## config.mk

```make
export PLATFORM = sky130hd
export DESIGN_NAME = mul_issue_flat
export DESIGN_NICKNAME = d
export VERILOG_FILES = /design/src/vmul_cfg_pkg.sv /design/src/vmul_types_pkg.sv /design/src/mul_req_if.sv /design/src/mul_issue.sv /design/src/flat_wrapper.sv
export SDC_FILE = /design/constraint.sdc
export NUM_CORES = 1
export LEC_CHECK = 0
export BUFFER_PORTS_ARGS = -buffer_cell sky130_fd_sc_hd__buf_4
export CAP_MARGIN = 20
export CORE_AREA = 5 5 187 189
export DETAILED_ROUTE_END_ITERATION = 10
export DIE_AREA = 0 0 192 194
export PLACE_DENSITY = 0.45
export SETUP_SLACK_MARGIN = 0.5
export SYNTH_ARGS = -nofsm -noshare
export SYNTH_HDL_FRONTEND = slang
export SYNTH_SLANG_ARGS = --single-unit
```

## constraint.sdc

```tcl
create_clock -name clk_i -period 7.8 [get_ports clk_i]
set_input_delay 1.56 -clock clk_i [delete_from_list [all_inputs] [get_ports clk_i]]
set_output_delay 1.56 -clock clk_i [all_outputs]
set_load 0.01 [all_outputs]
```

## src/vmul_cfg_pkg.sv

```systemverilog
// Lane configuration; queue depths must be powers of two and one register holds RegWords words
package vmul_cfg_pkg;

  // Data word and its byte enables
  localparam int unsigned ElenWidth = 64;
  localparam int unsigned StrbWidth = ElenWidth / 8;

  // Instructions in flight and result buffering
  localparam int unsigned VInsnQueueDepth  = 4;
  localparam int unsigned ResultQueueDepth = 2;

  localparam int unsigned NrVInsn  = 8;
  localparam int unsigned VidWidth = $clog2(NrVInsn);

  // Vector length and register layout inside this lane
  localparam int unsigned VlWidth    = 8;
  localparam int unsigned RegWords   = 16;
  localparam int unsigned VaddrWidth = 7;
  localparam int unsigned VdWidth    = VaddrWidth - $clog2(RegWords);

  localparam int unsigned MulLatencyDefault = 2;

endpackage

```

## src/vmul_types_pkg.sv

```systemverilog
// Instruction encodings; vl must be nonzero and no larger than one register can hold
package vmul_types_pkg;

  typedef enum logic [1:0] {
    VMUL  = 2'd0,
    VMULH = 2'd1,
    VMACC = 2'd2
  } vmul_op_e;

  typedef enum logic [1:0] {
    EW8  = 2'd0,
    EW16 = 2'd1,
    EW32 = 2'd2,
    EW64 = 2'd3
  } vew_e;

  // One instruction as held in the instruction queue
  typedef struct packed {
    vmul_op_e                           op;
    vew_e                               vew;
    logic [vmul_cfg_pkg::VlWidth-1:0]   vl;
    logic [vmul_cfg_pkg::VdWidth-1:0]   vd;
    logic [vmul_cfg_pkg::VidWidth-1:0]  id;
    logic                               use_scalar;
    logic [vmul_cfg_pkg::ElenWidth-1:0] scalar;
  } vinsn_t;

  // Elements in one word, clamped at the elements still left
  function automatic logic [vmul_cfg_pkg::VlWidth-1:0] word_elems(
    input vew_e                             vew,
    input logic [vmul_cfg_pkg::VlWidth-1:0] remaining
  );
    logic [vmul_cfg_pkg::VlWidth-1:0] per_word;
    per_word      = '0;
    per_word[3:0] = 4'd8 >> vew;
    return (per_word > remaining) ? remaining : per_word;
  endfunction

endpackage

```

## src/mul_req_if.sv

```systemverilog
// One micro-operation moves on each edge with valid and ready high; operands are raw words
`timescale 1ns/1ps

interface mul_req_if;

  logic [vmul_cfg_pkg::ElenWidth-1:0] operand_a;
  logic [vmul_cfg_pkg::ElenWidth-1:0] operand_b;
  logic [vmul_cfg_pkg::ElenWidth-1:0] operand_c;
  vmul_types_pkg::vmul_op_e           op;
  vmul_types_pkg::vew_e               vew;
  logic                               valid;
  logic                               ready;

  modport issue (
    output operand_a, operand_b, operand_c, op, vew, valid,
    input  ready
  );

  modport mul (
    input  operand_a, operand_b, operand_c, op, vew, valid,
    output ready
  );

endinterface

```

## src/mul_issue.sv

```systemverilog
// Issue control; queue 0 is vs1, queue 1 is vs2, queue 2 is vd, and every element is active
`timescale 1ns/1ps

module mul_issue (
  input  logic                                    clk_i,
  input  logic                                    rst_ni,
  input  vmul_types_pkg::vinsn_t                  insn_i,
  input  logic                                    insn_valid_i,
  output logic                                    done_o,
  input  logic [2:0][vmul_cfg_pkg::ElenWidth-1:0] operand_i,
  input  logic [2:0]                              operand_valid_i,
  output logic [2:0]                              operand_ready_o,
  mul_req_if.issue                                mul
);

  logic [vmul_cfg_pkg::VlWidth-1:0]   rem_q, rem_cur, rem_next;
  logic                               busy_q;
  logic [vmul_cfg_pkg::ElenWidth-1:0] scalar_rep;
  logic [2:0]                         needed;
  logic                               fire;

  // A new instruction starts from its full vector length
  assign rem_cur  = busy_q ? rem_q : insn_i.vl;
  assign rem_next = rem_cur - vmul_types_pkg::word_elems(insn_i.vew, rem_cur);

  // Copy the scalar into every element of the word
  always_comb begin
    scalar_rep = insn_i.scalar;
    case (insn_i.vew)
      vmul_types_pkg::EW8:  scalar_rep = {8{insn_i.scalar[7:0]}};
      vmul_types_pkg::EW16: scalar_rep = {4{insn_i.scalar[15:0]}};
      vmul_types_pkg::EW32: scalar_rep = {2{insn_i.scalar[31:0]}};
      default: ;
    endcase
  end

  // vd is read only for the multiply-accumulate
  assign needed = {insn_i.op == vmul_types_pkg::VMACC, 1'b1, !insn_i.use_scalar};

  assign mul.operand_a = insn_i.use_scalar ? scalar_rep : operand_i[0];
  assign mul.operand_b = operand_i[1];
  assign mul.operand_c = operand_i[2];
  assign mul.op        = insn_i.op;
  assign mul.vew       = insn_i.vew;
  assign mul.valid     = insn_valid_i && (&(operand_valid_i | ~needed));

  assign fire            = mul.valid && mul.ready;
  assign operand_ready_o = fire ? needed : 3'b000;
  assign done_o          = fire && (rem_next == '0);

  always_ff @(posedge clk_i or negedge rst_ni) begin
    if (!rst_ni) begin
      busy_q <= 1'b0;
      rem_q  <= '0;
    end else if (fire) begin
      busy_q <= (rem_next != '0);
      rem_q  <= rem_next;
    end
  end

endmodule

```

## src/flat_wrapper.sv

```systemverilog
// flat-port wrapper written by rule: the top's interface ports become plain ports
module mul_issue_flat 
  (clk_i, rst_ni, insn_i, insn_valid_i, done_o, operand_i, operand_valid_i, operand_ready_o, mul_operand_a, mul_operand_b, mul_operand_c, mul_op, mul_vew, mul_valid, mul_ready);
  mul_req_if mul_i ();
  input  logic clk_i;
  input  logic rst_ni;
  input  vmul_types_pkg::vinsn_t insn_i;
  input  logic insn_valid_i;
  output logic done_o;
  input  logic [2:0][vmul_cfg_pkg::ElenWidth-1:0] operand_i;
  input  logic [2:0] operand_valid_i;
  output logic [2:0] operand_ready_o;
  output wire logic [$bits(mul_i.operand_a)-1:0] mul_operand_a;
  output wire logic [$bits(mul_i.operand_b)-1:0] mul_operand_b;
  output wire logic [$bits(mul_i.operand_c)-1:0] mul_operand_c;
  output wire logic [$bits(mul_i.op)-1:0] mul_op;
  output wire logic [$bits(mul_i.vew)-1:0] mul_vew;
  output wire logic [$bits(mul_i.valid)-1:0] mul_valid;
  input wire logic [$bits(mul_i.ready)-1:0] mul_ready;
  assign mul_operand_a = mul_i.operand_a;
  assign mul_operand_b = mul_i.operand_b;
  assign mul_operand_c = mul_i.operand_c;
  assign mul_op = mul_i.op;
  assign mul_vew = mul_i.vew;
  assign mul_valid = mul_i.valid;
  assign mul_i.ready = mul_ready;
  mul_issue u_core (.clk_i(clk_i), .rst_ni(rst_ni), .insn_i(insn_i), .insn_valid_i(insn_valid_i), .done_o(done_o), .operand_i(operand_i), .operand_valid_i(operand_valid_i), .operand_ready_o(operand_ready_o), .mul(mul_i));
endmodule
```

==> impl_metrics.py <==
metrics = {
    "critical_path": {
        "cp_data_arrival_time_ns": 5.43,
        "worstPathRequired_ns": 6.24,
        "end_kind": "output pin",
        "path_max_fanout": 32,
        "crit_type": "primary input to output pin",
        "cp-start-kind": "primary input",
    },
    "sta": {
        "relSlewSlack_pct": 46.3,
        "skew_ns": 0.000715,
        "tightest_slew_ns": 0.805,
        "setup_viol": 0,
        "fin_crit_sh_pct": 89.6,
        "hold_viol_final": 0,
        "drv_slew": 0,
        "rsz0062_at_grt": "no",
        "period_minus_slack_ns": 6.99,
        "fmax_mhz": 143,
        "finalSetupTns_ns": 0,
    },
    "place": {
        "dp_cells": 1011,
        "dp_hpwl_mm": 16.4,
        "numPortBuffers": 220,
        "gp_congestion": 0.772,
        "place_area_um2": 4670,
    },
    "drt": {
        "drtPass1Iterations": 4,
        "wire_per_inst_um": 18.6,
        "postRouteAntennaNets": 0,
        "vias": 3474,
        "drcViolationCount": 0,
        "drtIter0Drc": 137,
        "finalWirelength_mm": 18.9,
        "vias_per_cell": 3.42,
    },
    "yosys": {
        "ys.flop_type": "dfrtp_1",
        "synth_top_family_by_area": "buffers and inverters",
        "seq_area_frac_synth_pct": 6.34,
        "synthesis.nets": 790,
        "syn_avg_cell_area_um2": 7.12,
        "synthMuxAreaShare_pct": 23.3,
        "yosys_warnings": 0,
        "synthSimpleGateAreaFrac_pct": 16.8,
        "yosys.area.top_type_share_pct": 28.8,
        "synth_edf_count": 0,
        "synthAdderAreaFrac_pct": 3.38,
        "synth_compound_area_share_pct": 14.0,
        "synth_area_um2": 3550,
        "yosysMostFrequentCell": "buf_4",
        "postSynthRegisterBits": 9,
        "synth_area_leaders": "buf_4, mux2i_1, mux2_2, dfrtp_1, a21oi_1",
        "async_flop_share_pct": 100,
        "synth_largest_area_cell": "buf_4",
        "synthCells": 499,
        "ys_top_cells_by_count": "buf_4, mux2i_1, nor2_1",
        "synth_cell_types": 42,
        "synth_xor_area_share_pct": 1.23,
    },
    "die": {
        "ios": 483,
        "rows": 67,
        "dieArea_um2": 37200,
        "fp.dieW_um": 192,
        "initial_core_util_pct": 10.7,
        "die_y_um": 194,
        "core_um2": 33100,
    },
    "final_layout": {
        "n_antenna_cell": 0,
        "fin_cells": 1015,
        "fin_area_um2": 4750,
        "multi_input_area_um2": 2090,
        "fillers": 3866,
        "final_nets": 859,
        "area_delta_synth_final_pct": 33.9,
        "drive_gt1_share_pct": 45.7,
        "final_core_util_pct": 14.4,
        "seq_area_um2": 225,
    },
    "grt": {
        "grt_usage_pct": 9.41,
        "antenna_found_initial": 0,
        "overflow": 0,
        "grt_pass1_vias": 3546,
        "grt_max_degree": 78,
        "grt_first_pass_wirelength_mm": 25.9,
    },
    "job": {
        "drv_cap": 0,
    },
    "worst_hold_path": {
        "hp-class": "flop to flop",
    },
    "power": {
        "peakVddDrop_uv": 91.0,
        "powerDensity_nw_per_um2": 123,
        "leakagePower_nw": 2.30,
    },
    "cts": {
        "ctsResizeCount": 0,
        "cts.htree.levels": 1,
        "cts-hold-fix-buffers": 0,
        "post_cts_buffers": 0,
        "clk_path_buf_depth": 2,
        "clk_pin_slew_ns": 0.04,
        "cts_tree": "yes",
        "cts_root_buffer": "clkbuf_16",
        "numCtsBuffers": 3,
        "clk_latency_ns": 0.24,
        "cts_sinks": 9,
    },
    "outcome": {
        "status": "finished clean",
    },
}
-- worst max-delay path, cell delays in order --
cell       delay, ns
buf_4           0.38
nor2b_1         0.29
ha_1            0.19
nor2b_1         0.13
o21a_1          0.11
o21ai_1         0.09
a2111oi_4       0.63
mux2i_1         0.16
ha_1            0.23
fa_1            0.40
nand2b_1        0.17
a21oi_2         0.21
xnor2_1         0.10
or4b_1          0.53
nor2_1          0.12
buf_4           0.13
-- per-layer routing --
layer / vias to the layer above / share of wire, % / global-route usage [%]
li1: 1676 / - / -
met1: 1535 / 37 / 10.5
met2: 214 / 48 / 15.8
met3: 47 / 13 / 4.99
met4: 2 / 2.0 / 1.95
met5: - / 0.24 / 0.928
-- flip-flops by register name, indices dropped and copies added, names as in the netlist --
| signal | flops |
|---|---|
| u_core.busy_q | 1 |
| u_core.rem_q | 8 |
-- cells by family after synthesis --
kind of cell | count (synthesis)
AOI/OAI and AO/OA | 83
xor gates and xnor gates | 5
adders and majority gates | 9
buffers and inverters | 191
DFF | 9
muxes | 79
and+or+nand+nor | 123
-- per-stage QoR --
stage | total power, mW | setup slack, ns | hold slack, ns
final | 0.583 | 0.808 | 0.484
after global routing | 0.635 | 0.540 | 0.508
after CTS | 0.593 | 0.785 | 0.486
after detailed placement | 0.497 | 0.794 | 0.468
after global placement | 0.494 | 0.799 | 0.461
after floorplan | 0.392 | 0.876 | 0.444
-- where the power goes --
part	total, mW	switching, mW	internal (mW)
combinational	0.416	0.210	0.206
clock	0.0917	0.0233	0.0684
sequential	0.0761	0.0111	0.0650
-- placed cells by master (no fill, tap or decap), types with 8 or more instances in the layout --
cell type  netlist  routed
buf_4          136     225
mux2i_1         55      55
nor2_1          42      42
a21oi_1         35      35
inv_1           30      30
o21ai_0         30      30
nand3_1         26      26
mux2_2          22      22
nand2_1         21      21
nor2b_1         12      12
nand2b_1         9       9
dfrtp_1          9       9
a211o_1          8       8
ha_1             8       8
-- area by class of cell --
type / count / area share (%)
clock buffers: 4 / 1.66
inverters: 30 / 2.37
multi-input cells: 299 / 43.9
flip-flops and latches: 9 / 4.74
well taps: 448 / 11.8
repair buffers: 225 / 35.5
-- worst paths after layout --
path	startpoint	endpoint	slack (ns)	depth (start not counted)
setup reg to reg	u_core.busy_q$_DFFE_PN0P_	u_core.busy_q$_DFFE_PN0P_	3.35	15
setup / recovery	insn_i[80]	done_o	0.81	16
hold / removal	u_core.rem_q[1]$_DFFE_PN0P_	u_core.rem_q[1]$_DFFE_PN0P_	0.48	2
hold reg to reg	u_core.rem_q[1]$_DFFE_PN0P_	u_core.rem_q[1]$_DFFE_PN0P_	0.48	2
min in group asynchronous	rst_ni	u_core.rem_q[3]$_DFFE_PN0P_	1.14	1
max in group asynchronous	rst_ni	u_core.rem_q[6]$_DFFE_PN0P_	6.52	1
Note: power is estimated with default switching activity, not from simulation.
