==> config.mk <==
export PLATFORM = sky130hd
export DESIGN_NAME = vinsn_queue
export DESIGN_NICKNAME = d
export VERILOG_FILES = /design/src/vmul_cfg_pkg.sv /design/src/vmul_types_pkg.sv /design/src/vinsn_queue.sv
export SDC_FILE = /design/constraint.sdc
export NUM_CORES = 1
export LEC_CHECK = 0
export BUFFER_PORTS_ARGS = -buffer_cell sky130_fd_sc_hd__buf_2
export CORE_ASPECT_RATIO = 0.75
export CORE_MARGIN = 8
export CORE_UTILIZATION = 40
export CTS_CLUSTER_SIZE = 30
export DETAILED_ROUTE_END_ITERATION = 8
export PLACE_DENSITY = 0.68
export SLEW_MARGIN = 5
export SYNTH_ARGS = -nofsm -noshare
export SYNTH_HDL_FRONTEND = slang
export SYNTH_SLANG_ARGS = --single-unit
export TNS_END_PERCENT = 20
==> constraint.sdc <==
create_clock -name clk_i -period 7.6 [get_ports clk_i]
set_clock_uncertainty 0.2 [all_clocks]
set_input_delay 1.14 -clock clk_i [delete_from_list [all_inputs] [get_ports clk_i]]
set_output_delay 1.14 -clock clk_i [all_outputs]
set_load 0.01 [all_outputs]
==> src/vmul_cfg_pkg.sv <==
// Lane configuration; queue depths must be powers of two and one register holds RegWords words
package vmul_cfg_pkg;

  // Data word and its byte enables
  localparam int unsigned ElenWidth = 64;
  localparam int unsigned StrbWidth = ElenWidth / 8;

  // Instructions in flight and result buffering
  localparam int unsigned VInsnQueueDepth  = 4;
  localparam int unsigned ResultQueueDepth = 2;

  localparam int unsigned NrVInsn  = 8;
  localparam int unsigned VidWidth = $clog2(NrVInsn);

  // Vector length and register layout inside this lane
  localparam int unsigned VlWidth    = 8;
  localparam int unsigned RegWords   = 16;
  localparam int unsigned VaddrWidth = 7;
  localparam int unsigned VdWidth    = VaddrWidth - $clog2(RegWords);

  localparam int unsigned MulLatencyDefault = 2;

endpackage

==> src/vmul_types_pkg.sv <==
// Instruction encodings; vl must be nonzero and no larger than one register can hold
package vmul_types_pkg;

  typedef enum logic [1:0] {
    VMUL  = 2'd0,
    VMULH = 2'd1,
    VMACC = 2'd2
  } vmul_op_e;

  typedef enum logic [1:0] {
    EW8  = 2'd0,
    EW16 = 2'd1,
    EW32 = 2'd2,
    EW64 = 2'd3
  } vew_e;

  // One instruction as held in the instruction queue
  typedef struct packed {
    vmul_op_e                           op;
    vew_e                               vew;
    logic [vmul_cfg_pkg::VlWidth-1:0]   vl;
    logic [vmul_cfg_pkg::VdWidth-1:0]   vd;
    logic [vmul_cfg_pkg::VidWidth-1:0]  id;
    logic                               use_scalar;
    logic [vmul_cfg_pkg::ElenWidth-1:0] scalar;
  } vinsn_t;

  // Elements in one word, clamped at the elements still left
  function automatic logic [vmul_cfg_pkg::VlWidth-1:0] word_elems(
    input vew_e                             vew,
    input logic [vmul_cfg_pkg::VlWidth-1:0] remaining
  );
    logic [vmul_cfg_pkg::VlWidth-1:0] per_word;
    per_word      = '0;
    per_word[3:0] = 4'd8 >> vew;
    return (per_word > remaining) ? remaining : per_word;
  endfunction

endpackage

==> src/vinsn_queue.sv <==
// In-order instruction store; each stage must finish its instructions in queue order
`timescale 1ns/1ps

module vinsn_queue (
  input  logic                   clk_i,
  input  logic                   rst_ni,
  input  vmul_types_pkg::vinsn_t insn_i,
  input  logic                   insn_valid_i,
  output logic                   ready_o,
  output vmul_types_pkg::vinsn_t issue_insn_o,
  output logic                   issue_valid_o,
  input  logic                   issue_done_i,
  output vmul_types_pkg::vinsn_t proc_insn_o,
  output logic                   proc_valid_o,
  input  logic                   proc_done_i,
  output vmul_types_pkg::vinsn_t commit_insn_o,
  output logic                   commit_valid_o,
  input  logic                   commit_done_i
);

  localparam int unsigned Depth = vmul_cfg_pkg::VInsnQueueDepth;
  localparam int unsigned PtrW  = $clog2(Depth);

  vmul_types_pkg::vinsn_t insn_q [Depth];

  logic [PtrW-1:0] accept_pnt_q, issue_pnt_q, proc_pnt_q, commit_pnt_q;
  logic [PtrW:0]   issue_cnt_q, proc_cnt_q, commit_cnt_q;
  logic            accept;

  function automatic logic [PtrW:0] bump(
    input logic [PtrW:0] cnt,
    input logic          inc,
    input logic          dec
  );
    return cnt + (PtrW+1)'(inc) - (PtrW+1)'(dec);
  endfunction

  // An instruction stays counted until its last result is granted
  assign ready_o = (commit_cnt_q != (PtrW+1)'(Depth));
  assign accept  = insn_valid_i && ready_o;

  assign issue_insn_o   = insn_q[issue_pnt_q];
  assign issue_valid_o  = (issue_cnt_q != '0);
  assign proc_insn_o    = insn_q[proc_pnt_q];
  assign proc_valid_o   = (proc_cnt_q != '0);
  assign commit_insn_o  = insn_q[commit_pnt_q];
  assign commit_valid_o = (commit_cnt_q != '0);

  always_ff @(posedge clk_i) begin
    if (accept) begin
      insn_q[accept_pnt_q] <= insn_i;
    end
  end

  always_ff @(posedge clk_i or negedge rst_ni) begin
    if (!rst_ni) begin
      accept_pnt_q <= '0;
      issue_pnt_q  <= '0;
      proc_pnt_q   <= '0;
      commit_pnt_q <= '0;
      issue_cnt_q  <= '0;
      proc_cnt_q   <= '0;
      commit_cnt_q <= '0;
    end else begin
      // Pointers wrap on their own since the depth is a power of two
      if (accept) begin
        accept_pnt_q <= accept_pnt_q + PtrW'(1);
      end
      if (issue_done_i) begin
        issue_pnt_q <= issue_pnt_q + PtrW'(1);
      end
      if (proc_done_i) begin
        proc_pnt_q <= proc_pnt_q + PtrW'(1);
      end
      if (commit_done_i) begin
        commit_pnt_q <= commit_pnt_q + PtrW'(1);
      end
      issue_cnt_q  <= bump(issue_cnt_q, accept, issue_done_i);
      proc_cnt_q   <= bump(proc_cnt_q, accept, proc_done_i);
      commit_cnt_q <= bump(commit_cnt_q, accept, commit_done_i);
    end
  end

endmodule

==> metrics.txt, run 1 <==
status finished, final reports clean; DRT Pass-1 Iters 4; reg2reg end insn_q[2][49]; post-synthesis register bit count 349; required time of the critical path 6260 ps; Worst VDD drop ~0.26 mV; Die H 195 um; antenna violations before repair 7; CORE AREA 42100 um2; Synth area leaders edfxtp_1 58%, mux4_2 33%, dfrtp_1 2.5%; Initial Utilization 40.6%; fraction of layout instances using a drive strength above 1 approximately three fifths; Reg2Reg Depth 4; CTS tree done; Slew HR 38.1%; Final ANT Viol Nets 0; Overall Global Routing Usage 16.8%; area leader, netlist edfxtp_1; P per Cell Area 437 nW/um2; Post-Syn Instances 719; worst r2r src commit_cnt_q[2]; Synth top area share 58.2%; fin crit share 57.4%; clock buffer depth 3; Leakage around 6.9 nW; first-pass GRT wire length 64.2 mm; Post-Syn Area 17100 um2; largest net degree at the start of global routing 52; DR WL/cell 25.8 um; CTS Root Cell clkbuf_16; vias 9330; DIE AREA 49700 um2; GRT overflow 0; Final Hold Viols 0; Fmax achieved 229 MHz; Slew Limit Fails 0; Final setup viols 0; Synth Area per Inst 23.8 um2; CTS sink count 349; hold depth 1; Tot Pwr 8.78 mW; worst-margin pin slew 928 ps; Clk pin slew, worst setup/hold paths 60 ps; Period minus WS final 4360 ps; # Max-Cap Violations 0; critical path class flop to output pin; # fillers 3519; GPL Wtd Cong 0.776; post-synthesis cell type count 21; TritonCTS Buffers 36; final net count around 1200; end of the worst hold path issue_cnt_q[0]; area of the multi-input gates slightly above 6000 um2; Sequential cell area 10400 um2; Die X approximately 250 um; final WL between 40 and 50 mm; RSZ-0062 raised after global routing false; hold_buf cts 0; routed vias/inst 5.66; port buffer count 341; growth of design area from synthesis to finish 17.5%; Crit. End Element output pin; CP Cell Sequence buf_4 > mux4_2 > buf_2; CP Data Arrival Time 3020 ps; flop-to-flop setup slack 4690 ps; post-cts sizing count 0; post-synthesis sequential area ratio 60.7%; # IOs 342; DRC errors left 0; Post-DP HPWL 28.4 mm; Post-CTS Setup Bufs 0; htree depth 2; slowest stage delay, CP around 990 ps; worst skew pair latency 510 ps; CP Max Fanout 43; Worst Min Path Start issue_cnt_q[0]; setup tns final 0 ps; critical path's slowest cell dfrtp_4; Yosys Warn Count 0; Site Rows 65; Startpoint Class flop; vias in the first global route 10100; hold_ws 310 ps; syn_nets 818; Hold Crit Class flop to flop; 1st-iter DRT viols 645
registers in the layout, summed over array words and instances (netlist names):
signal        flops
accept_pnt_q      2
proc_pnt_q        2
commit_cnt_q      3
issue_cnt_q       3
proc_cnt_q        3
insn_q          332
issue_pnt_q       2
commit_pnt_q      2
worst max-delay path, delay by kind of cell, from the launching register on:
| family | cells | cell delay [ps] |
|---|---|---|
| DFF | 1 | 990 |
| buffers and inverters | 2 | 850 |
| muxes | 1 | 600 |
cell type report:
cell class,instances,area share (%)
Clock buffer,42,4.69
Antenna cell,5,0.0622
Clock inverter,17,0.404
Timing Repair Buffer,354,8.97
Sequential cell,349,51.8
Tap cell,569,3.54
Inverter,7,0.131
Multi-Input combinational cell,305,30.4
worst max-delay path by stage:
stage | startpoint | to | slack, ps | cells past startpoint
final | proc_pnt_q[0] | proc_insn_o[53] | 3240 | 3
after global routing | proc_pnt_q[0] | proc_insn_o[55] | 2920 | 3
after CTS | proc_pnt_q[0] | proc_insn_o[56] | 3050 | 3
after detailed placement | proc_pnt_q[0] | proc_insn_o[56] | 3610 | 3
after global placement | proc_pnt_q[0] | proc_insn_o[56] | 3610 | 3
after floorplan | insn_valid_i | insn_q[0][0] | 3600 | 2
routing by layer:
layer | up-vias | GRT usage [%] | wire length (um)
met5 | - | 0 | 55
met4 | 8 | 3.62 | 735
met3 | 60 | 4.60 | 3830
met2 | 377 | 27.0 | 20600
met1 | 4967 | 23.0 | 17400
li1 | 3918 | - | -
cell usage in the layout (no fill, tap or decap):
cell	instances
nor3b_4	1
clkinv_1	10
nand2b_1	9
dfrtp_1	11
clkinv_4	1
mux4_2	249
and3_4	4
dfrtp_4	6
edfxtp_1	332
o21ai_0	3
clkinvlp_4	2
diode_2	5
o211ai_1	5
xnor2_1	7
clkbuf_16	37
xor2_1	5
or3_1	3
clkbuf_1	5
ha_1	7
buf_2	341
clkinv_2	4
fa_1	3
inv_1	7
nand4bb_1	5
nand2_1	4
buf_4	13
where the power goes:
group / switching [mW] / leakage [nW] / internal [mW]
clock: 0.690 / 0.498 / 0.883
combinational: 2.05 / 3.21 / 2.10
sequential: 0.489 / 3.23 / 2.57
total: 3.22 / 6.94 / 5.56
per-stage QoR:
step	area [um2]	utilization [%]	setup slack (ps)	std cells
after detailed placement	19100	45.3	3610	1584
after floorplan	17100	-	3600	719
final	20100	47.8	3240	1648
after global placement	19100	45.3	3610	1584
after global routing	20100	47.7	2920	1645
after CTS	20100	47.7	3050	1643
cell families after synthesis:
kind of cell / share of synthesized area [%]
buffers and inverters: 3.62
AND/OR/NAND/NOR: 1.11
AO/OA/AOI/OAI: 0.307
multiplexers: 32.8
adder cells (fa/ha/maj): 0.863
flip-flops: 60.7
XOR/XNOR: 0.614
Yosys cell counts, drive strengths merged:
cell type  count
mux4         249
nor3b          1
xor2           5
xnor2          7
nand4bb        5
clkbuf         7
inv            7
dfrtp         17
fa             3
nand2          4
o211ai         5
or3            3
nand2b         9
o21ai          3
and3           4
edfxtp       332
ha             7
buf           51
No activity file was read; power rests on OpenSTA's default activity.
==> inputs of run 2 (changes only) <==
--- a/config.mk
+++ b/config.mk
@@ -11,7 +11,7 @@
 export CORE_UTILIZATION = 40
 export CTS_CLUSTER_SIZE = 30
 export DETAILED_ROUTE_END_ITERATION = 8
-export PLACE_DENSITY = 0.68
+export PLACE_DENSITY = 0.7
 export SLEW_MARGIN = 5
 export SYNTH_ARGS = -nofsm -noshare
 export SYNTH_HDL_FRONTEND = slang
==> constraint.sdc (replaced) <==
create_clock -name clk_i -period 3.81 [get_ports clk_i]
set_clock_uncertainty 0.2 [all_clocks]
set_input_delay 0.5715 -clock clk_i [delete_from_list [all_inputs] [get_ports clk_i]]
set_output_delay 0.5715 -clock clk_i [all_outputs]
set_load 0.01 [all_outputs]
==> metrics.txt, run 2 (same netlist as run 1, synthesis figures left out) <==
DR WL/cell 24.7 um (-4.3%); DRT Pass-1 Iters 4 (unchanged); Setup crit start commit_pnt_q[0]; vias in the first global route 10000 (-0.66%); DRC errors left 0 (unchanged); CTS Root Cell clkbuf_16; # IOs 342 (unchanged); CTS sink count 349 (unchanged); Post-DP HPWL 28.1 mm (-1.1%); critical path class flop to output pin; Site Rows 65 (unchanged); Sequential cell area 10400 um2 (unchanged); worst r2r src commit_cnt_q[2]; 1st-iter DRT viols 712 (+10%); number of flip-flops in the largest register 332 (unchanged); Worst VDD drop 0.647 mV (+150%); worst-margin pin slew 651 ps (-277 ps); Final Hold Viols 0 (unchanged); Slew Limit Fails 0 (unchanged); GPL Wtd Cong 0.756 (-2.5%); # fillers 3514 (-0.14%); Reg2Reg Depth 4 (unchanged); routed vias/inst 5.63 (-0.54%); final WL 41.0 mm (-3.6%); CP Data Arrival Time 2410 ps (-610 ps); RSZ-0062 raised after global routing false; Die X 255 um (unchanged); reg2reg end insn_q[0][46]; Hold Crit Class input pin to flop; Worst setup endpoint commit_insn_o[34]; Overall Global Routing Usage 16.2% (-0.66 points); Biggest register insn_q; largest net degree at the start of global routing 71 (+37%); Final setup viols 0 (unchanged); GRT overflow 0 (unchanged); clock buffer depth 3 (unchanged); first-pass GRT wire length 61.7 mm (-3.8%); Final Util 48.7% (+0.90 points); hold_ws 66.6 ps (-243 ps); Slew HR 56.6% (+18 points); setup tns final 0 ps (unchanged); Leakage 7.12 nW (+2.6%); antenna violations before repair 3 (-4); P per Cell Area 879 nW/um2 (+100%); growth of design area from synthesis to finish 19.8%; worst setup slack after placement 1140 ps (-2470 ps); Initial Utilization 40.6% (unchanged); most frequent cells in the layout 341 x buf_2, 332 x edfxtp_1, 249 x mux4_2, 39 x clkbuf_16, 13 x buf_12; Fmax achieved 315 MHz; post-route setup slack 630 ps (-2610 ps); CP Max Fanout 28 (-35%); leading cell type in the layout, fill and taps excluded buf_2; fraction of layout instances using a drive strength above 1 61.7% (+0.48 points); CTS tree done; status finished, final reports clean; required time of the critical path 3040 ps (-3220 ps); flop-to-flop setup slack 1450 ps (-3240 ps); Die H 195 um (unchanged); htree depth 2 (unchanged); fin crit share roughly 83%; Startpoint Class flop; final net count 1164 (+1.0%); port buffer count 341 (unchanged); Crit. End Element output pin; Final ANT Viol Nets 0 (unchanged); Tot Pwr 18.0 mW (+110%); Post-CTS Setup Bufs 0 (unchanged); vias 9353 (+0.25%); DIE AREA 49700 um2 (unchanged); Clk pin slew, worst setup/hold paths 60 ps (about the same); worst skew pair latency 500 ps (about the same); CORE AREA 42100 um2 (unchanged); area of the multi-input gates 6120 um2 (unchanged); TritonCTS Buffers 37 (+2.8%); # Max-Cap Violations 0 (unchanged); Period minus WS final 3180 ps
[run 2: worst min-delay path by stage]
stage                              start              end  slack, ps  cells past startpoint
after floorplan                   rst_ni  accept_pnt_q[0]         80                      0
after global placement     proc_cnt_q[0]    proc_cnt_q[0]        280                      1
after detailed placement  issue_cnt_q[0]   issue_cnt_q[0]        290                      1
after CTS                     insn_i[61]    insn_q[1][61]         40                      1
after global routing          insn_i[19]    insn_q[0][19]         40                      1
final                         insn_i[61]    insn_q[1][61]         70                      1
[run 2: worst max-delay path, stage by stage (launching register included)]
cell and delay, ps:
dfrtp_4 850, buf_4 320, mux4_2 550, buf_2 160
[run 2: final cells by class]
class	instances	share of cell area, %
diodes	2	0.0244
clock buffers	44	4.85
clock inverters	20	0.830
inverters	7	0.128
multi-input cells	305	29.9
flip-flops and latches	349	50.8
well taps	569	3.47
repair buffers	365	10.0
[run 2: timing repair]
item,CTS,global route
resized for setup,0,0
endpoints found under the hold margin,17,0
hold buffers,1,0
[run 2: power breakdown]
part / internal [mW] / switching [mW]
clock: 2.06 / 1.38
combinational: 4.40 / 4.39
sequential: 5.13 / 0.671
total: 11.6 / 6.44
[run 2: metal layers]
| metal | GRT usage [%] | vias to the layer above | share of wire (%) |
|---|---|---|---|
| met4 | 3.13 | 6 | 1.4 |
| met3 | 4.59 | 49 | 9.4 |
| met2 | 26.7 | 407 | 49 |
| met5 | 0 | - | 0.073 |
| met1 | 21.5 | 4944 | 40 |
| li1 | - | 3947 | - |
[run 2: per-stage QoR]
stage / cell area [um2] / std cells
finish: 20500 / 1661
global route: 20500 / 1659
CTS: 20500 / 1659
detailed placement: 19300 / 1594
global placement: 19300 / 1594
floorplan: 17100 / 719
==> inputs of run 3 (changes only) <==
--- a/config.mk
+++ b/config.mk
@@ -11,7 +11,7 @@
 export CORE_UTILIZATION = 40
 export CTS_CLUSTER_SIZE = 30
 export DETAILED_ROUTE_END_ITERATION = 8
-export PLACE_DENSITY = 0.7
+export PLACE_DENSITY = 0.68
 export SLEW_MARGIN = 5
 export SYNTH_ARGS = -nofsm -noshare
 export SYNTH_HDL_FRONTEND = slang
==> constraint.sdc (replaced) <==
create_clock -name clk_i -period 3 [get_ports clk_i]
set_clock_uncertainty 0.2 [all_clocks]
set_input_delay 0.45 -clock clk_i [delete_from_list [all_inputs] [get_ports clk_i]]
set_output_delay 0.45 -clock clk_i [all_outputs]
set_load 0.01 [all_outputs]
==> metrics.txt, run 3 (same netlist as run 1, synthesis figures left out) <==
Die H 195 um (unchanged); worst-margin pin slew 470 ps (-181 ps); worst r2r src commit_cnt_q[2]; P per Cell Area 1090 nW/um2 (+24%); slowest stage delay, CP 670 ps (-180 ps); # fillers 3405 (-3.1%); switching share of power 35.6% (-0.078 points); CTS tree done; Worst Min Path Start insn_valid_i; fin crit share 95.5%; DIE AREA 49700 um2 (unchanged); worst skew pair latency 520 ps (+20 ps); Biggest register insn_q; Clk pin slew, worst setup/hold paths 60 ps (about the same); largest net degree at the start of global routing 50 (-30%); Final Hold Viols 0 (unchanged); vias 9703 (+3.7%); CTS Root Cell clkbuf_16; Initial Utilization 40.6% (unchanged); DR WL/cell 24.6 um (-0.60%); DRC errors left 0 (unchanged); GRT overflow 0 (unchanged); status finished, final reports clean; clock buffer depth 3 (unchanged); Overall Global Routing Usage 17.1% (+0.97 points); growth of design area from synthesis to finish 26.0%; port buffer count 341 (unchanged); Slew HR 68.7% (+12 points); vias in the first global route 10700 (+6.4%); end of the worst hold path accept_pnt_q[1]; Startpoint Class flop; area of the multi-input gates 6120 um2 (unchanged); htree depth 2 (unchanged); CP Data Arrival Time 2220 ps (-190 ps); critical path class flop to output pin; DRT Pass-1 Iters 6 (+2); GPL Wtd Cong 0.763 (+0.93%); 1st-iter DRT viols 768 (+7.9%); # IOs 342 (unchanged); post-cts sizing count 0 (unchanged); fraction of layout instances using a drive strength above 1 57.5% (-4.3 points); Placed Area 19400 um2 (+0.53%); Crit. End Element output pin; final net count 1254 (+7.7%); Worst VDD drop 0.684 mV (+5.8%); setup tns final 0 ps (unchanged); TritonCTS Buffers 39 (+5.4%); Sequential cell area 10400 um2 (unchanged); required time of the critical path 2350 ps (-690 ps); switching power 8.38 mW (+30%); Fmax achieved ~350 MHz; CP Cell Sequence buf_12 > mux4_2 > buf_2; Final setup viols 0 (unchanged); Leakage 7.56 nW (+6.1%); Site Rows 65 (unchanged); Final ANT Viol Nets 0 (unchanged); hold depth 3 (+2); CTS sink count 349 (unchanged); Hold Crit Class input pin to flop; number of flip-flops in the largest register 332 (unchanged); Slew Limit Fails 0 (unchanged); worst setup slack after placement 627 ps (-510 ps); Period minus WS final approximately 2900 ps; most frequent cells in the layout 341 x buf_2, 332 x edfxtp_1, 249 x mux4_2, 87 x dlygate4sd3_1, 41 x clkbuf_16; first-pass GRT wire length 65.5 mm (+6.0%); flop-to-flop setup slack 710 ps (-740 ps); leading cell type in the layout, fill and taps excluded buf_2; combinational share of power 49.1% (+0.4 points); antenna violations before repair 2 (-1); RSZ-0062 raised after global routing false; post-route cell area 21600 um2 (+5.2%); reg2reg end commit_cnt_q[2]; routed vias/inst 5.53 (-1.8%); Clk pwr share 20.0% (+0.9 points); critical path's slowest cell dfrtp_4; post-route setup slack 134 ps (-496 ps); CP Max Fanout 24 (-14%); final WL 43.1 mm (+5.0%); CORE AREA 42100 um2 (unchanged); Post-DP HPWL 28.6 mm (+1.9%); Reg2Reg Depth 6 (+2); # Max-Cap Violations 0 (unchanged); Pint 15.1 mW (+31%); Die X 255 um (unchanged); sequential power share 30.9% (-1.3 points)
-- run 3: worst max-delay path: cells and delay by family (launching register included) --
kind / cells / cell delay (ps)
flip-flops: 1 / 670
multiplexers: 1 / 550
buffers and inverters: 2 / 440
-- run 3: power by group through the flow --
stage	clock, mW	sequential, mW	combinational, mW
after floorplan	0	7.01	8.01
after global placement	0	7.31	11.6
after detailed placement	0	7.36	11.7
after CTS	4.84	7.26	11.8
after global routing	5.02	7.40	12.3
final	4.71	7.26	11.6
-- run 3: worst max path at each step --
| stage | from | endpoint | slack [ps] | cells past startpoint |
|---|---|---|---|---|
| 6_report | proc_pnt_q[0] | proc_insn_o[81] | 130 | 3 |
| 5_1_grt | proc_pnt_q[0] | proc_insn_o[59] | 6 | 3 |
| 4_1_cts | proc_pnt_q[0] | proc_insn_o[81] | 50 | 3 |
| 3_5_place_dp | proc_pnt_q[0] | proc_insn_o[81] | 630 | 3 |
| 3_3_place_gp | proc_pnt_q[0] | proc_insn_o[59] | 650 | 3 |
| 2_1_floorplan | commit_cnt_q[2] | insn_q[1][0] | -430 | 3 |
-- run 3: cell type report --
type                            instances  area share, %
Sequential cell                       349           48.3
Multi-Input combinational cell        305           28.4
Timing Repair Buffer                  453           14.0
Clock buffer                           52           4.95
Tap cell                              569           3.30
Clock inverter                         19          0.951
Inverter                                7          0.122
Antenna cell                            1         0.0116
-- run 3: stage by stage --
stage                     instances  hold slack [ps]  total power [mW]  util (%)
after global placement         1596              201              18.9      46.1
after detailed placement       1596              201              19.0      46.1
after CTS                      1754             90.9              23.9      51.2
final                          1755              125              23.5      51.2
after global routing           1755              127              24.7      51.2
after floorplan                 719            -45.6              15.0         -
-- run 3: layer usage --
metal	up-vias	global-route usage, %	part of all wire [%]	routed length (um)
met4	2	3.72	1.4	618
met3	49	4.14	8.5	3650
met1	5127	22.6	40	17200
li1	4123	-	-	-
met2	402	28.7	50	21600
met5	-	0	0.030	13
-- run 3: what timing repair did --
action | CTS | global route
buffers inserted | 0 | 0
hold endpoints to repair | 352 | 0
hold buffers | 87 | 0
