<file path="config.mk">
export PLATFORM = sky130hd
export DESIGN_NAME = result_stage
export DESIGN_NICKNAME = d
export VERILOG_FILES = /design/src/vmul_cfg_pkg.sv /design/src/vmul_types_pkg.sv /design/src/result_stage.sv
export SDC_FILE = /design/constraint.sdc
export NUM_CORES = 1
export LEC_CHECK = 0
export ABC_AREA = 1
export BUFFER_PORTS_ARGS = -buffer_cell sky130_fd_sc_hd__buf_2
export CAP_MARGIN = 15
export CORE_UTILIZATION = 30
export CTS_CLUSTER_DIAMETER = 40
export DETAILED_ROUTE_END_ITERATION = 8
export PLACE_DENSITY = 0.6
export SKIP_LAST_GASP = 1
export SYNTH_ARGS = -nofsm -noshare
export SYNTH_HDL_FRONTEND = slang
export SYNTH_SLANG_ARGS = --single-unit
</file>
<file path="constraint.sdc">
create_clock -name clk_i -period 5.09 [get_ports clk_i]
set_input_delay 0.2545 -clock clk_i [delete_from_list [all_inputs] [get_ports clk_i]]
set_output_delay 0.2545 -clock clk_i [all_outputs]
set_load 0.1 [all_outputs]
</file>
<file path="src/vmul_cfg_pkg.sv">
// Lane configuration; queue depths must be powers of two and one register holds RegWords words
package vmul_cfg_pkg;

  // Data word and its byte enables
  localparam int unsigned ElenWidth = 64;
  localparam int unsigned StrbWidth = ElenWidth / 8;

  // Instructions in flight and result buffering
  localparam int unsigned VInsnQueueDepth  = 4;
  localparam int unsigned ResultQueueDepth = 2;

  localparam int unsigned NrVInsn  = 8;
  localparam int unsigned VidWidth = $clog2(NrVInsn);

  // Vector length and register layout inside this lane
  localparam int unsigned VlWidth    = 8;
  localparam int unsigned RegWords   = 16;
  localparam int unsigned VaddrWidth = 7;
  localparam int unsigned VdWidth    = VaddrWidth - $clog2(RegWords);

  localparam int unsigned MulLatencyDefault = 2;

endpackage

</file>
<file path="src/vmul_types_pkg.sv">
// Instruction encodings; vl must be nonzero and no larger than one register can hold
package vmul_types_pkg;

  typedef enum logic [1:0] {
    VMUL  = 2'd0,
    VMULH = 2'd1,
    VMACC = 2'd2
  } vmul_op_e;

  typedef enum logic [1:0] {
    EW8  = 2'd0,
    EW16 = 2'd1,
    EW32 = 2'd2,
    EW64 = 2'd3
  } vew_e;

  // One instruction as held in the instruction queue
  typedef struct packed {
    vmul_op_e                           op;
    vew_e                               vew;
    logic [vmul_cfg_pkg::VlWidth-1:0]   vl;
    logic [vmul_cfg_pkg::VdWidth-1:0]   vd;
    logic [vmul_cfg_pkg::VidWidth-1:0]  id;
    logic                               use_scalar;
    logic [vmul_cfg_pkg::ElenWidth-1:0] scalar;
  } vinsn_t;

  // Elements in one word, clamped at the elements still left
  function automatic logic [vmul_cfg_pkg::VlWidth-1:0] word_elems(
    input vew_e                             vew,
    input logic [vmul_cfg_pkg::VlWidth-1:0] remaining
  );
    logic [vmul_cfg_pkg::VlWidth-1:0] per_word;
    per_word      = '0;
    per_word[3:0] = 4'd8 >> vew;
    return (per_word > remaining) ? remaining : per_word;
  endfunction

endpackage

</file>
<file path="src/result_stage.sv">
// Write-back; results arrive in instruction order and the VRF grants only the queue head
`timescale 1ns/1ps

module result_stage (
  input  logic                                clk_i,
  input  logic                                rst_ni,
  input  logic [vmul_cfg_pkg::ElenWidth-1:0]  result_i,
  input  logic                                valid_i,
  output logic                                ready_o,
  input  vmul_types_pkg::vinsn_t              proc_insn_i,
  input  logic                                proc_valid_i,
  output logic                                proc_done_o,
  input  vmul_types_pkg::vinsn_t              commit_insn_i,
  input  logic                                commit_valid_i,
  output logic                                commit_done_o,
  output logic [vmul_cfg_pkg::NrVInsn-1:0]    vinsn_done_o,
  output logic                                result_req_o,
  output logic [vmul_cfg_pkg::VidWidth-1:0]   result_id_o,
  output logic [vmul_cfg_pkg::VaddrWidth-1:0] result_addr_o,
  output logic [vmul_cfg_pkg::ElenWidth-1:0]  result_wdata_o,
  output logic [vmul_cfg_pkg::StrbWidth-1:0]  result_be_o,
  input  logic                                result_gnt_i
);

  localparam int unsigned Depth = vmul_cfg_pkg::ResultQueueDepth;
  localparam int unsigned PtrW  = $clog2(Depth);

  typedef logic [vmul_cfg_pkg::VlWidth-1:0]    cnt_t;
  typedef logic [vmul_cfg_pkg::VaddrWidth-1:0] addr_t;
  typedef logic [vmul_cfg_pkg::StrbWidth-1:0]  strb_t;

  typedef struct packed {
    logic [vmul_cfg_pkg::VidWidth-1:0]  id;
    addr_t                              addr;
    logic [vmul_cfg_pkg::ElenWidth-1:0] wdata;
    strb_t                              be;
  } entry_t;

  entry_t          queue_q [Depth];
  entry_t          new_entry;
  logic [PtrW-1:0] wr_pnt_q, rd_pnt_q;
  logic [PtrW:0]   fill_q;
  logic            push, pop;
  cnt_t            proc_rem_q, proc_cur, proc_elems, proc_next, word_idx;
  cnt_t            commit_rem_q, commit_cur, commit_next;
  logic            proc_busy_q, commit_busy_q;

  assign ready_o = proc_valid_i && (fill_q != (PtrW+1)'(Depth));
  assign push    = valid_i && ready_o;
  assign pop     = result_req_o && result_gnt_i;

  assign proc_cur    = proc_busy_q ? proc_rem_q : proc_insn_i.vl;
  assign proc_elems  = vmul_types_pkg::word_elems(proc_insn_i.vew, proc_cur);
  assign proc_next   = proc_cur - proc_elems;
  assign proc_done_o = push && (proc_next == '0);

  // Words already produced give the offset inside the destination register
  assign word_idx = (proc_insn_i.vl - proc_cur) >> (2'd3 - proc_insn_i.vew);

  assign new_entry = '{
    id:    proc_insn_i.id,
    addr:  addr_t'(int'(proc_insn_i.vd) * vmul_cfg_pkg::RegWords + int'(word_idx)),
    wdata: result_i,
    be:    strb_t'((1 << (int'(proc_elems) << int'(proc_insn_i.vew))) - 1)
  };

  assign commit_cur    = commit_busy_q ? commit_rem_q : commit_insn_i.vl;
  assign commit_next   = commit_cur - vmul_types_pkg::word_elems(commit_insn_i.vew, commit_cur);
  assign commit_done_o = pop && commit_valid_i && (commit_next == '0);

  always_comb begin
    vinsn_done_o = '0;
    vinsn_done_o[commit_insn_i.id] = commit_done_o;
  end

  // Request stays up with the head entry until the grant
  assign result_req_o   = (fill_q != '0);
  assign result_id_o    = queue_q[rd_pnt_q].id;
  assign result_addr_o  = queue_q[rd_pnt_q].addr;
  assign result_wdata_o = queue_q[rd_pnt_q].wdata;
  assign result_be_o    = queue_q[rd_pnt_q].be;

  always_ff @(posedge clk_i) begin
    if (push) begin
      queue_q[wr_pnt_q] <= new_entry;
    end
  end

  always_ff @(posedge clk_i or negedge rst_ni) begin
    if (!rst_ni) begin
      wr_pnt_q      <= '0;
      rd_pnt_q      <= '0;
      fill_q        <= '0;
      proc_busy_q   <= 1'b0;
      proc_rem_q    <= '0;
      commit_busy_q <= 1'b0;
      commit_rem_q  <= '0;
    end else begin
      if (push) begin
        wr_pnt_q    <= wr_pnt_q + PtrW'(1);
        proc_busy_q <= (proc_next != '0);
        proc_rem_q  <= proc_next;
      end
      if (pop) begin
        rd_pnt_q <= rd_pnt_q + PtrW'(1);
      end
      if (pop && commit_valid_i) begin
        commit_busy_q <= (commit_next != '0);
        commit_rem_q  <= commit_next;
      end
      fill_q <= fill_q + (PtrW+1)'(push) - (PtrW+1)'(pop);
    end
  end

endmodule

</file>
==> results of run 1 <==
kinds of logic after synthesis:
kind of cell / count (synthesis) / synth area share (%)
AND/OR/NAND/NOR: 438 / 21.1
flip-flops: 186 / 63.1
buffers and inverters: 85 / 3.78
AO/OA/AOI/OAI: 64 / 4.25
adder cells (fa/ha/maj): 29 / 4.53
XOR/XNOR: 26 / 2.62
multiplexers: 6 / 0.706
final cells by class:
cell class | count | area (µm²) | area share (%)
flip-flops and latches | 186 | 5480 | 48.7
inverters | 60 | 225 | 2.00
clock buffers | 17 | 425 | 3.78
well taps | 378 | 473 | 4.21
clock inverters | 15 | 168 | 1.49
multi-input cells | 563 | 3020 | 26.9
repair buffers | 232 | 1460 | 12.9
sequential cells by signal, summed over array words and instances (netlist names):
register       count
proc_rem_q         8
wr_pnt_q           1
fill_q             2
proc_busy_q        1
commit_busy_q      1
commit_rem_q       8
rd_pnt_q           1
queue_q          164
per-stage QoR:
step | worst slack (ns) | std cells | util (%) | TNS, ns
2_1_floorplan | -0.772 | 834 | - | -4.32
3_3_place_gp | 0.280 | 1386 | 36.4 | 0
3_5_place_dp | 0.182 | 1386 | 36.4 | 0
4_1_cts | -0.0549 | 1436 | 39.2 | -0.155
5_1_grt | -0.0629 | 1451 | 39.9 | -0.264
6_report | 0.300 | 1451 | 39.9 | 0
worst max path at each step:
stage	cells after the start	end	slack (ns)	from
after floorplan	21	vinsn_done_o[0]	-0.77	commit_busy_q$_DFFE_PN0P_
after CTS	18	vinsn_done_o[0]	-0.05	commit_busy_q$_DFFE_PN0P_
final	19	vinsn_done_o[4]	0.30	commit_busy_q$_DFFE_PN0P_
after global placement	21	vinsn_done_o[4]	0.28	commit_busy_q$_DFFE_PN0P_
after global routing	19	vinsn_done_o[4]	-0.06	commit_busy_q$_DFFE_PN0P_
after detailed placement	21	vinsn_done_o[4]	0.18	commit_busy_q$_DFFE_PN0P_
synthesized netlist by cell type, types with 2 or more instances:
cell        n  area share [%]
o211ai_1    2            0.17
dfrtp_1    22             6.3
xnor2_1    11             1.1
clkbuf_1   22            0.95
nand2_1   342              15
nand2_2     7            0.50
inv_1      56             2.4
fa_1        4            0.92
o21bai_1    2            0.17
ha_1       25             3.6
a21oi_1    20             1.2
nand4_1     5            0.36
inv_2       4            0.17
nand3_1    32             1.8
edfxtp_1  164              57
nand3_2     5            0.58
nor2_1     23            0.99
or2_2       3            0.22
nor2_2      3            0.22
mux2i_1     5            0.58
nor3_1     11            0.63
xor2_1     15             1.5
o22ai_1     2            0.14
o21ai_0    29             1.7
routing by layer:
layer	wire [µm]	vias to the layer above	global-route usage, %
met2	9440	149	22.1
met1	8710	2969	16.3
li1	-	3235	-
met5	0	-	0
met3	1070	12	3.09
met4	201	0	2.96
timing repair:
| item | in CTS | in global routing |
|---|---|---|
| endpoints found under the setup margin | 8 | 10 |
| gates resized for setup | 6 | 19 |
| endpoints found under the hold margin | 51 | 19 |
| hold buffers | 18 | 10 |
| setup buffers | 0 | 5 |
| pin swaps | 0 | 3 |
layout by cell type (no fill, tap or decap), types with 21 or more instances in the layout:
cell,netlist,final
buf_2,1,184
dlygate4sd3_1,0,28
edfxtp_1,164,164
ha_1,25,25
inv_1,56,55
nand2_1,342,341
nand3_1,32,31
nor2_1,23,21
o21ai_0,29,25
==> impl_metrics.json, run 1 <==
{
  "wl_um": 19400,
  "insertion_delay_ns": 0.43,
  "cts_tree": "built",
  "grt_pass1_vias": 5766,
  "stdcell_area_um2": 11200,
  "regToRegSetupSlack_ns": 0.87,
  "clock_path_buffers": 2,
  "routedWlPerCell_um": 13.4,
  "crit_family": "simple AND/OR/NAND/NOR gates",
  "holdPathEnd": "queue_q[1][49]$_DFFE_PP_",
  "r2r_end": "queue_q[0][78]$_DFFE_PP_",
  "drt.antenna.violating_nets": 0,
  "place_congestion": 0.793,
  "fillers": 2769,
  "setup_viol": 0,
  "startpoint_type": "register",
  "synth_edf_count": 164,
  "period_minus_slack_ns": 4.79,
  "reg2regPathDepth": 18,
  "antenna_found_initial": 0,
  "drtIter0Drc": 315,
  "antennaDiodeCount": 0,
  "design.core.area_um2": 28200,
  "hpwlAfterDp_um": 13200,
  "nNetsFinal": 1325,
  "fp.dieArea_um2": 29600,
  "yosysUniqueCellTypes": 44,
  "cpMostUsedCell": "inv_1",
  "clk_pin_slew_worst_paths_ns": 0.07,
  "whs_ns": 0.0228,
  "crit_arrival_ns": 4.54,
  "dr.pass1.iters": 4,
  "vias": 6365,
  "drive_above_1_share_pct": 26.7,
  "period_share_pct": 94.1,
  "grt_pass1_wl_um": 29500,
  "synthArstFlopShare_pct": 11.8,
  "drc": 0,
  "hold_viol_final": 0,
  "fp-row-count": 61,
  "grt_start_max_net_pins": 83,
  "cp-end-kind": "output pin",
  "final.setup_skew_ns": 0.0119,
  "cts_max_level": 4,
  "vias_per_cell": 4.39,
  "area_delta_synth_final_pct": 29.5,
  "initial_core_util_pct": 30.8,
  "port_buffers": 192,
  "maxCapViolCount": 0,
  "min_path_cells": 1,
  "dpl_cell_area_um2": 10300,
  "ys_seq_elements": 186,
  "pin_count": 330,
  "ys.flop_type": "edfxtp_1",
  "status": "finished, final reports clean",
  "cp.required_ns": 4.84,
  "crit_chain": "buf_2, o21ai_2, inv_1, ha_1, a41oi_1, nand3_2, a21oi_1, ha_1, inv_1, fa_1, a21o_1, a21oi_2, xnor2_1, inv_1, nor4_1, nand3_1, or2_4, nor3_4, buf_12",
  "postSynthCellCount": 834,
  "hp-class": "input pin to register",
  "syn_avg_cell_area_um2": 10.4,
  "numClockSinks": 186,
  "worst_slew_pin_slew_ns": 0.941,
  "overflow": 0,
  "die_w_um": 172,
  "cts_buffers": 17,
  "cp_max_fo": 8,
  "grt_use_total_pct": 12.9,
  "synth_nets": 1099,
  "rsz0062_at_grt": "yes",
  "root_buffer": "clkbuf_16",
  "syn_area_um2": 8680,
  "slew_violations": 0,
  "cpPeakStageDelay_ns": 0.47,
  "maxSlewHeadroom_pct": 37.3,
  "synth-seq-area-share_pct": 63.1,
  "hp-start": "result_i[41]",
  "yosysWarnings": 0,
  "max_freq_mhz": 209,
  "crit_type": "register to output pin",
  "timing.critical_path.buf_inv": 5,
  "critPathSlowestCell": "dfrtp_2",
  "r2r-start": "proc_busy_q$_DFFE_PN0P_",
  "die_h_um": 172
}
Power of run 1 is left out: the tool's default activity adds up to more than one toggle a clock period on the data nets, which glitch-free logic cannot reach.
==> inputs of run 2 (changes only) <==
--- a/config.mk
+++ b/config.mk
@@ -5,13 +5,12 @@
 export SDC_FILE = /design/constraint.sdc
 export NUM_CORES = 1
 export LEC_CHECK = 0
-export ABC_AREA = 1
 export BUFFER_PORTS_ARGS = -buffer_cell sky130_fd_sc_hd__buf_2
 export CAP_MARGIN = 15
 export CORE_UTILIZATION = 30
 export CTS_CLUSTER_DIAMETER = 40
 export DETAILED_ROUTE_END_ITERATION = 8
-export PLACE_DENSITY = 0.6
+export PLACE_DENSITY = 0.58
 export SKIP_LAST_GASP = 1
 export SYNTH_ARGS = -nofsm -noshare
 export SYNTH_HDL_FRONTEND = slang
==> constraint.sdc (replaced) <==
create_clock -name clk_i -period 6.2 [get_ports clk_i]
set_input_delay 0.31 -clock clk_i [delete_from_list [all_inputs] [get_ports clk_i]]
set_output_delay 0.31 -clock clk_i [all_outputs]
set_load 0.1 [all_outputs]
==> impl_metrics.json, run 2 <==
{
  "pin_count": 330,
  "postCtsResizedCells": 0,
  "largest-register": "queue_q",
  "synth_nets": 893,
  "intPower_uw": 3070,
  "yosysWarnings": 0,
  "p_comb_share_pct": 51.3,
  "cp-end-kind": "output pin",
  "final.setup_skew_ns": 0.0138,
  "post_cts_buffers": 0,
  "finalWorstSetupSlack_ns": 0.706,
  "hp-start": "result_i[55]",
  "startpoint_type": "register",
  "crit_family": "compound AO/OA/AOI/OAI gates",
  "cts_tree": "built",
  "cts_buffers": 17,
  "die_h_um": 174,
  "drtIter0Drc": 237,
  "synth_area_leaders": "edfxtp_1, mux2_2, dfrtp_1",
  "nNetsFinal": 1086,
  "root_buffer": "clkbuf_16",
  "cp.required_ns": 5.89,
  "ys_seq_elements": 186,
  "dp.cells": 1185,
  "period_share_pct": 88.6,
  "vias": 5633,
  "grt_pass1_vias": 5704,
  "cpPeakStageDelay_ns": 0.71,
  "swShare_pct": 48.6,
  "synth_top_cell_area_share_pct": 55.7,
  "numClockSinks": 186,
  "status": "finished, final reports clean",
  "yosysMostFrequentCell": "edfxtp_1",
  "crit_arrival_ns": 5.18,
  "reg2regPathDepth": 17,
  "fp.dieArea_um2": 30200,
  "dpl_cell_area_um2": 10200,
  "clock_path_buffers": 2,
  "max_freq_mhz": 182,
  "grt_start_max_net_pins": 65,
  "timing.critical_path.buf_inv": 3,
  "mostFrequentLayoutCells": "buf_2, edfxtp_1, mux2_2, nand2_1, nor2_1",
  "setup_viol": 0,
  "hold_viol_final": 0,
  "die_w_um": 174,
  "worst_slew_pin_slew_ns": 0.926,
  "design.core.area_um2": 28900,
  "rsz0062_at_grt": "no",
  "dr.pass1.iters": 6,
  "initial_core_util_pct": 30.7,
  "grt_pass1_wl_um": 30100,
  "hp-class": "input pin to register",
  "finalPower_uw": 5960,
  "insertion_delay_ns": 0.43,
  "ys_top_cells_by_count": "edfxtp_1, mux2_2, nand2_1",
  "min_path_cells": 1,
  "crit_chain": "mux2_2, inv_1, ha_1, nor2b_1, o21ai_0, nand2b_1, a21oi_1, or3_1, mux2i_1, ha_1, inv_1, fa_1, a21o_1, a21oi_1, xnor2_1, a211oi_1, o21ai_1, nor3_1, buf_2",
  "clk_pin_slew_worst_paths_ns": 0.08,
  "grt_use_total_pct": 12.8,
  "cp_max_fo": 16,
  "wl_um": 18900,
  "regToRegSetupSlack_ns": 1.33,
  "slew_violations": 0,
  "stdcell_area_um2": 10900,
  "holdPathEnd": "queue_q[1][63]$_DFFE_PP_",
  "synthArstFlopShare_pct": 11.8,
  "place_congestion": 0.734,
  "area_delta_synth_final_pct": 23.3,
  "power_frac_seq_pct": 28.7,
  "syn_area_um2": 8850,
  "fp-row-count": 62,
  "leakagePower_uw": 0.00416,
  "port_buffers": 192,
  "setup_tns_ns": 0,
  "maxSlewHeadroom_pct": 38.2,
  "power_density_nw_per_um2": 547,
  "ys.flop_type": "edfxtp_1",
  "peakVddDrop_v": 0.000200,
  "period_minus_slack_ns": 5.49,
  "cp-startpoint": "commit_busy_q$_DFFE_PN0P_",
  "antenna_found_initial": 3,
  "drt.antenna.violating_nets": 0,
  "crit_type": "register to output pin",
  "postSynthCellCount": 628,
  "drc": 0,
  "pre_cts_slack_ns": 1.09,
  "fillers": 2845,
  "largest_reg_flops": 164,
  "power.share.clock_pct": 19.9,
  "switching_power_uw": 2890,
  "finalNonFillerCells": 1221,
  "r2r-start": "proc_busy_q$_DFFE_PN0P_",
  "yosysUniqueCellTypes": 63,
  "synth_top_area_cell": "edfxtp_1",
  "overflow": 0,
  "syn_avg_cell_area_um2": 14.1,
  "final_common_cell": "buf_2",
  "synth-seq-area-share_pct": 61.9,
  "drive_above_1_share_pct": 41.1,
  "reg.largest.list": "queue_q (164), commit_rem_q (8), proc_rem_q (8)",
  "hpwlAfterDp_um": 13000,
  "cts_max_level": 4,
  "r2r_end": "queue_q[1][78]$_DFFE_PP_",
  "critPathSlowestCell": "dfrtp_1",
  "maxCapViolCount": 0,
  "vias_per_cell": 4.61,
  "synth_edf_count": 164,
  "routedWlPerCell_um": 15.4
}
==> run 2: changes by cell type after synthesis, moves of 13 or more <==
cell,previous run,this run
nand3_1,32,8
inv_1,56,19
mux2i_1,5,19
mux2_2,1,90
nand2_1,342,43
nor2b_1,0,13
==> run 2: what timing repair did <==
item	4_1_cts	5_1_grt
endpoints found under the hold margin	22	0
setup endpoints to repair	0	0
hold buffers	1	0
==> run 2: power by group through the flow <==
stage	clock network, µW	registers (µW)	logic (µW)
CTS	1220	1720	3090
global placement	0	1740	3060
finish	1190	1710	3060
floorplan	0	1690	2610
global route	1270	1740	3270
detailed placement	0	1750	3080
==> run 2: metrics by stage <==
stage / utilization (%) / hold WS, ns
floorplan: - / 0.0144
global placement: 35.5 / 0.323
detailed placement: 35.5 / 0.332
CTS: 37.8 / 0.0370
global route: 37.8 / 0.0380
finish: 37.8 / 0.0638
==> run 2: metal layers <==
layer  global-route usage [%]  routed length, µm  vias up
met5                        0                  0        -
met4                     3.87                185        0
met3                     3.68               1140       10
met2                     20.7               8720      146
met1                     16.6               8800     2730
li1                         -                  -     2747
==> run 2: how the worst max path moves through the flow <==
stage	slack, ns	to	depth (start not counted)
global placement	1.13	vinsn_done_o[4]	19
CTS	0.59	vinsn_done_o[4]	19
floorplan	-0.21	vinsn_done_o[2]	21
global route	0.21	vinsn_done_o[4]	19
detailed placement	1.09	vinsn_done_o[4]	19
finish	0.71	vinsn_done_o[4]	19
==> run 2: cells by family after synthesis <==
| group | share of synthesized area, % |
|---|---|
| buffers and inverters | 2.28 |
| and+or+nand+nor | 8.25 |
| xor gates and xnor gates | 2.28 |
| muxes | 14.5 |
| DFF | 61.9 |
| AOI/OAI and AO/OA | 6.21 |
| adders and majority gates | 4.57 |
==> run 2: area by class of cell <==
type / instances / area (µm²) / area share (%)
Antenna cell: 3 / 7.51 / 0.0688
Timing Repair Buffer: 199 / 1020 / 9.32
Inverter: 22 / 82.6 / 0.757
Clock buffer: 17 / 425 / 3.90
Sequential cell: 186 / 5480 / 50.2
Clock inverter: 15 / 221 / 2.03
Tap cell: 384 / 480 / 4.41
Multi-Input combinational cell: 395 / 3190 / 29.3
(Power assumes the default switching activity.)
==> inputs of run 3 (changes only) <==
--- a/config.mk
+++ b/config.mk
@@ -5,12 +5,13 @@
 export SDC_FILE = /design/constraint.sdc
 export NUM_CORES = 1
 export LEC_CHECK = 0
+export ABC_AREA = 1
 export BUFFER_PORTS_ARGS = -buffer_cell sky130_fd_sc_hd__buf_2
 export CAP_MARGIN = 15
-export CORE_UTILIZATION = 30
+export CORE_UTILIZATION = 38
 export CTS_CLUSTER_DIAMETER = 40
 export DETAILED_ROUTE_END_ITERATION = 8
-export PLACE_DENSITY = 0.58
+export PLACE_DENSITY = 0.7
 export SKIP_LAST_GASP = 1
 export SYNTH_ARGS = -nofsm -noshare
 export SYNTH_HDL_FRONTEND = slang
==> impl_metrics.json, run 3 (same netlist as run 1, synthesis figures left out) <==
{
  "drive_above_1_share_pct": 25.7,
  "cp_max_fo": 14,
  "final.setup_skew_ns": 0.0110,
  "maxCapViolCount": 0,
  "status": "finished, final reports clean",
  "mostFrequentLayoutCells": "nand2_1, buf_2, edfxtp_1, inv_1, nand3_1",
  "fp-row-count": 54,
  "place_congestion": 0.849,
  "cp.required_ns": 5.89,
  "root_buffer": "clkbuf_16",
  "area_delta_synth_final_pct": 22.1,
  "pin_count": 330,
  "grt_pass1_vias": 6103,
  "setup_viol": 0,
  "stdcell_area_um2": 10600,
  "overflow": 0,
  "post_cts_buffers": 0,
  "reg.largest.list": "queue_q (164), commit_rem_q (8), proc_rem_q (8)",
  "die_h_um": 153,
  "dr.pass1.iters": 5,
  "largest-register": "queue_q",
  "hold_viol_final": 0,
  "crit_family": "simple AND/OR/NAND/NOR gates",
  "setup_tns_ns": 0,
  "rsz0062_at_grt": "no",
  "worst_slew_pin_slew_ns": 0.949,
  "drt.antenna.violating_nets": 0,
  "grt_start_max_net_pins": 83,
  "min_path_cells": 1,
  "fp.dieArea_um2": 23500,
  "port_buffers": 192,
  "vias_per_cell": 4.80,
  "dpl_cell_area_um2": 9960,
  "clock_path_buffers": 2,
  "crit_chain": "o21ai_0, ha_1, inv_1, nor2_1, o211ai_1, nand2_1, nand3_1, nor2_1, a21oi_1, ha_1, inv_1, fa_1, a21o_1, a21oi_1, xnor2_1, inv_1, nor4_1, nand3_1, or2_2, nor3_1, buf_2",
  "vias": 6337,
  "r2r_end": "queue_q[0][78]$_DFFE_PP_",
  "clk_pin_slew_worst_paths_ns": 0.09,
  "timing.critical_path.buf_inv": 4,
  "cts_tree": "built",
  "cp-end-kind": "output pin",
  "maxSlewHeadroom_pct": 36.7,
  "wl_um": 18900,
  "hp-class": "input pin to register",
  "slew_violations": 0,
  "regToRegSetupSlack_ns": 1.88,
  "cts_max_level": 4,
  "cts_buffers": 17,
  "period_minus_slack_ns": 5.30,
  "insertion_delay_ns": 0.43,
  "largest_reg_flops": 164,
  "cpPeakStageDelay_ns": 0.54,
  "design.core.area_um2": 22100,
  "max_freq_mhz": 189,
  "startpoint_type": "register",
  "hpwlAfterDp_um": 13100,
  "drc": 0,
  "grt_pass1_wl_um": 30200,
  "hp-start": "result_i[50]",
  "reg2regPathDepth": 18,
  "antennaDiodeCount": 0,
  "numClockSinks": 186,
  "nNetsFinal": 1291,
  "cpMostUsedCell": "inv_1",
  "die_w_um": 153,
  "holdPathEnd": "queue_q[1][58]$_DFFE_PP_",
  "crit_type": "register to output pin",
  "grt_use_total_pct": 16.4,
  "critPathSlowestCell": "dfrtp_1",
  "antenna_found_initial": 2,
  "seqCellArea_um2": 5480,
  "drtIter0Drc": 354,
  "crit_arrival_ns": 4.99,
  "period_share_pct": 85.5,
  "fillers": 2038,
  "initial_core_util_pct": 39.3,
  "multi_input_area_um2": 2910,
  "final_common_cell": "nand2_1",
  "routedWlPerCell_um": 14.4,
  "cp-startpoint": "commit_busy_q$_DFFE_PN0P_",
  "r2r-start": "proc_busy_q$_DFFE_PN0P_"
}
==> run 3: cell type report <==
cell class                 count  area share [%]
sequential                   186            51.7
multi-input combinational    563            27.5
timing repair buffer         198            9.51
clock buffer                  17            4.01
tap                          280            3.30
inverter                      60            2.12
clock inverter                15            1.89
==> run 3: metrics by stage <==
| stage | cells | util (%) | setup WS, ns | hold slack [ns] |
|---|---|---|---|---|
| after floorplan | 834 | - | -0.438 | 0.0144 |
| after global placement | 1286 | 45.1 | 1.43 | 0.316 |
| after detailed placement | 1286 | 45.1 | 1.35 | 0.316 |
| after CTS | 1319 | 48.0 | 0.867 | 0.0404 |
| after global routing | 1319 | 48.0 | 0.467 | 0.0350 |
| final | 1319 | 48.0 | 0.902 | 0.0625 |
==> run 3: timing repair <==
| item | CTS | global route |
|---|---|---|
| gates resized for setup | 0 | 0 |
| hold buffers | 1 | 0 |
| endpoints found under the hold margin | 22 | 0 |
==> run 3: metal layers <==
metal | vias to the layer above | global-route usage, % | share of wire (%)
met5 | - | 0 | 0.12
met1 | 2937 | 21.0 | 45
met4 | 4 | 5.15 | 1.6
met3 | 22 | 3.66 | 6.6
li1 | 3174 | - | -
met2 | 200 | 27.6 | 46
==> run 3: how the worst max path moves through the flow <==
stage                                    endpoint  depth (start not counted)
after floorplan           queue_q[0][0]$_DFFE_PP_                          4
after global placement            vinsn_done_o[0]                         21
after detailed placement          vinsn_done_o[0]                         21
after CTS                         vinsn_done_o[4]                         21
after global routing              vinsn_done_o[0]                         21
final                             vinsn_done_o[2]                         21
==> run 3: worst reg2reg max path, stage by stage (launching register included) <==
cell and delay [ns]:
dfrtp_1 0.58, inv_2 0.18, or2_2 0.30, o21ai_0 0.19
inv_1 0.19, ha_1 0.25, fa_1 0.40, o21ai_0 0.27
nand2_1 0.08, nand2_1 0.07, a21oi_1 0.06, xor2_1 0.14
inv_1 0.08, o21ai_0 0.22, o21ai_0 0.13, ha_1 0.21
fa_1 0.37, xor2_1 0.18, xor2_1 0.17
Power of run 3 is left out for the same reason.
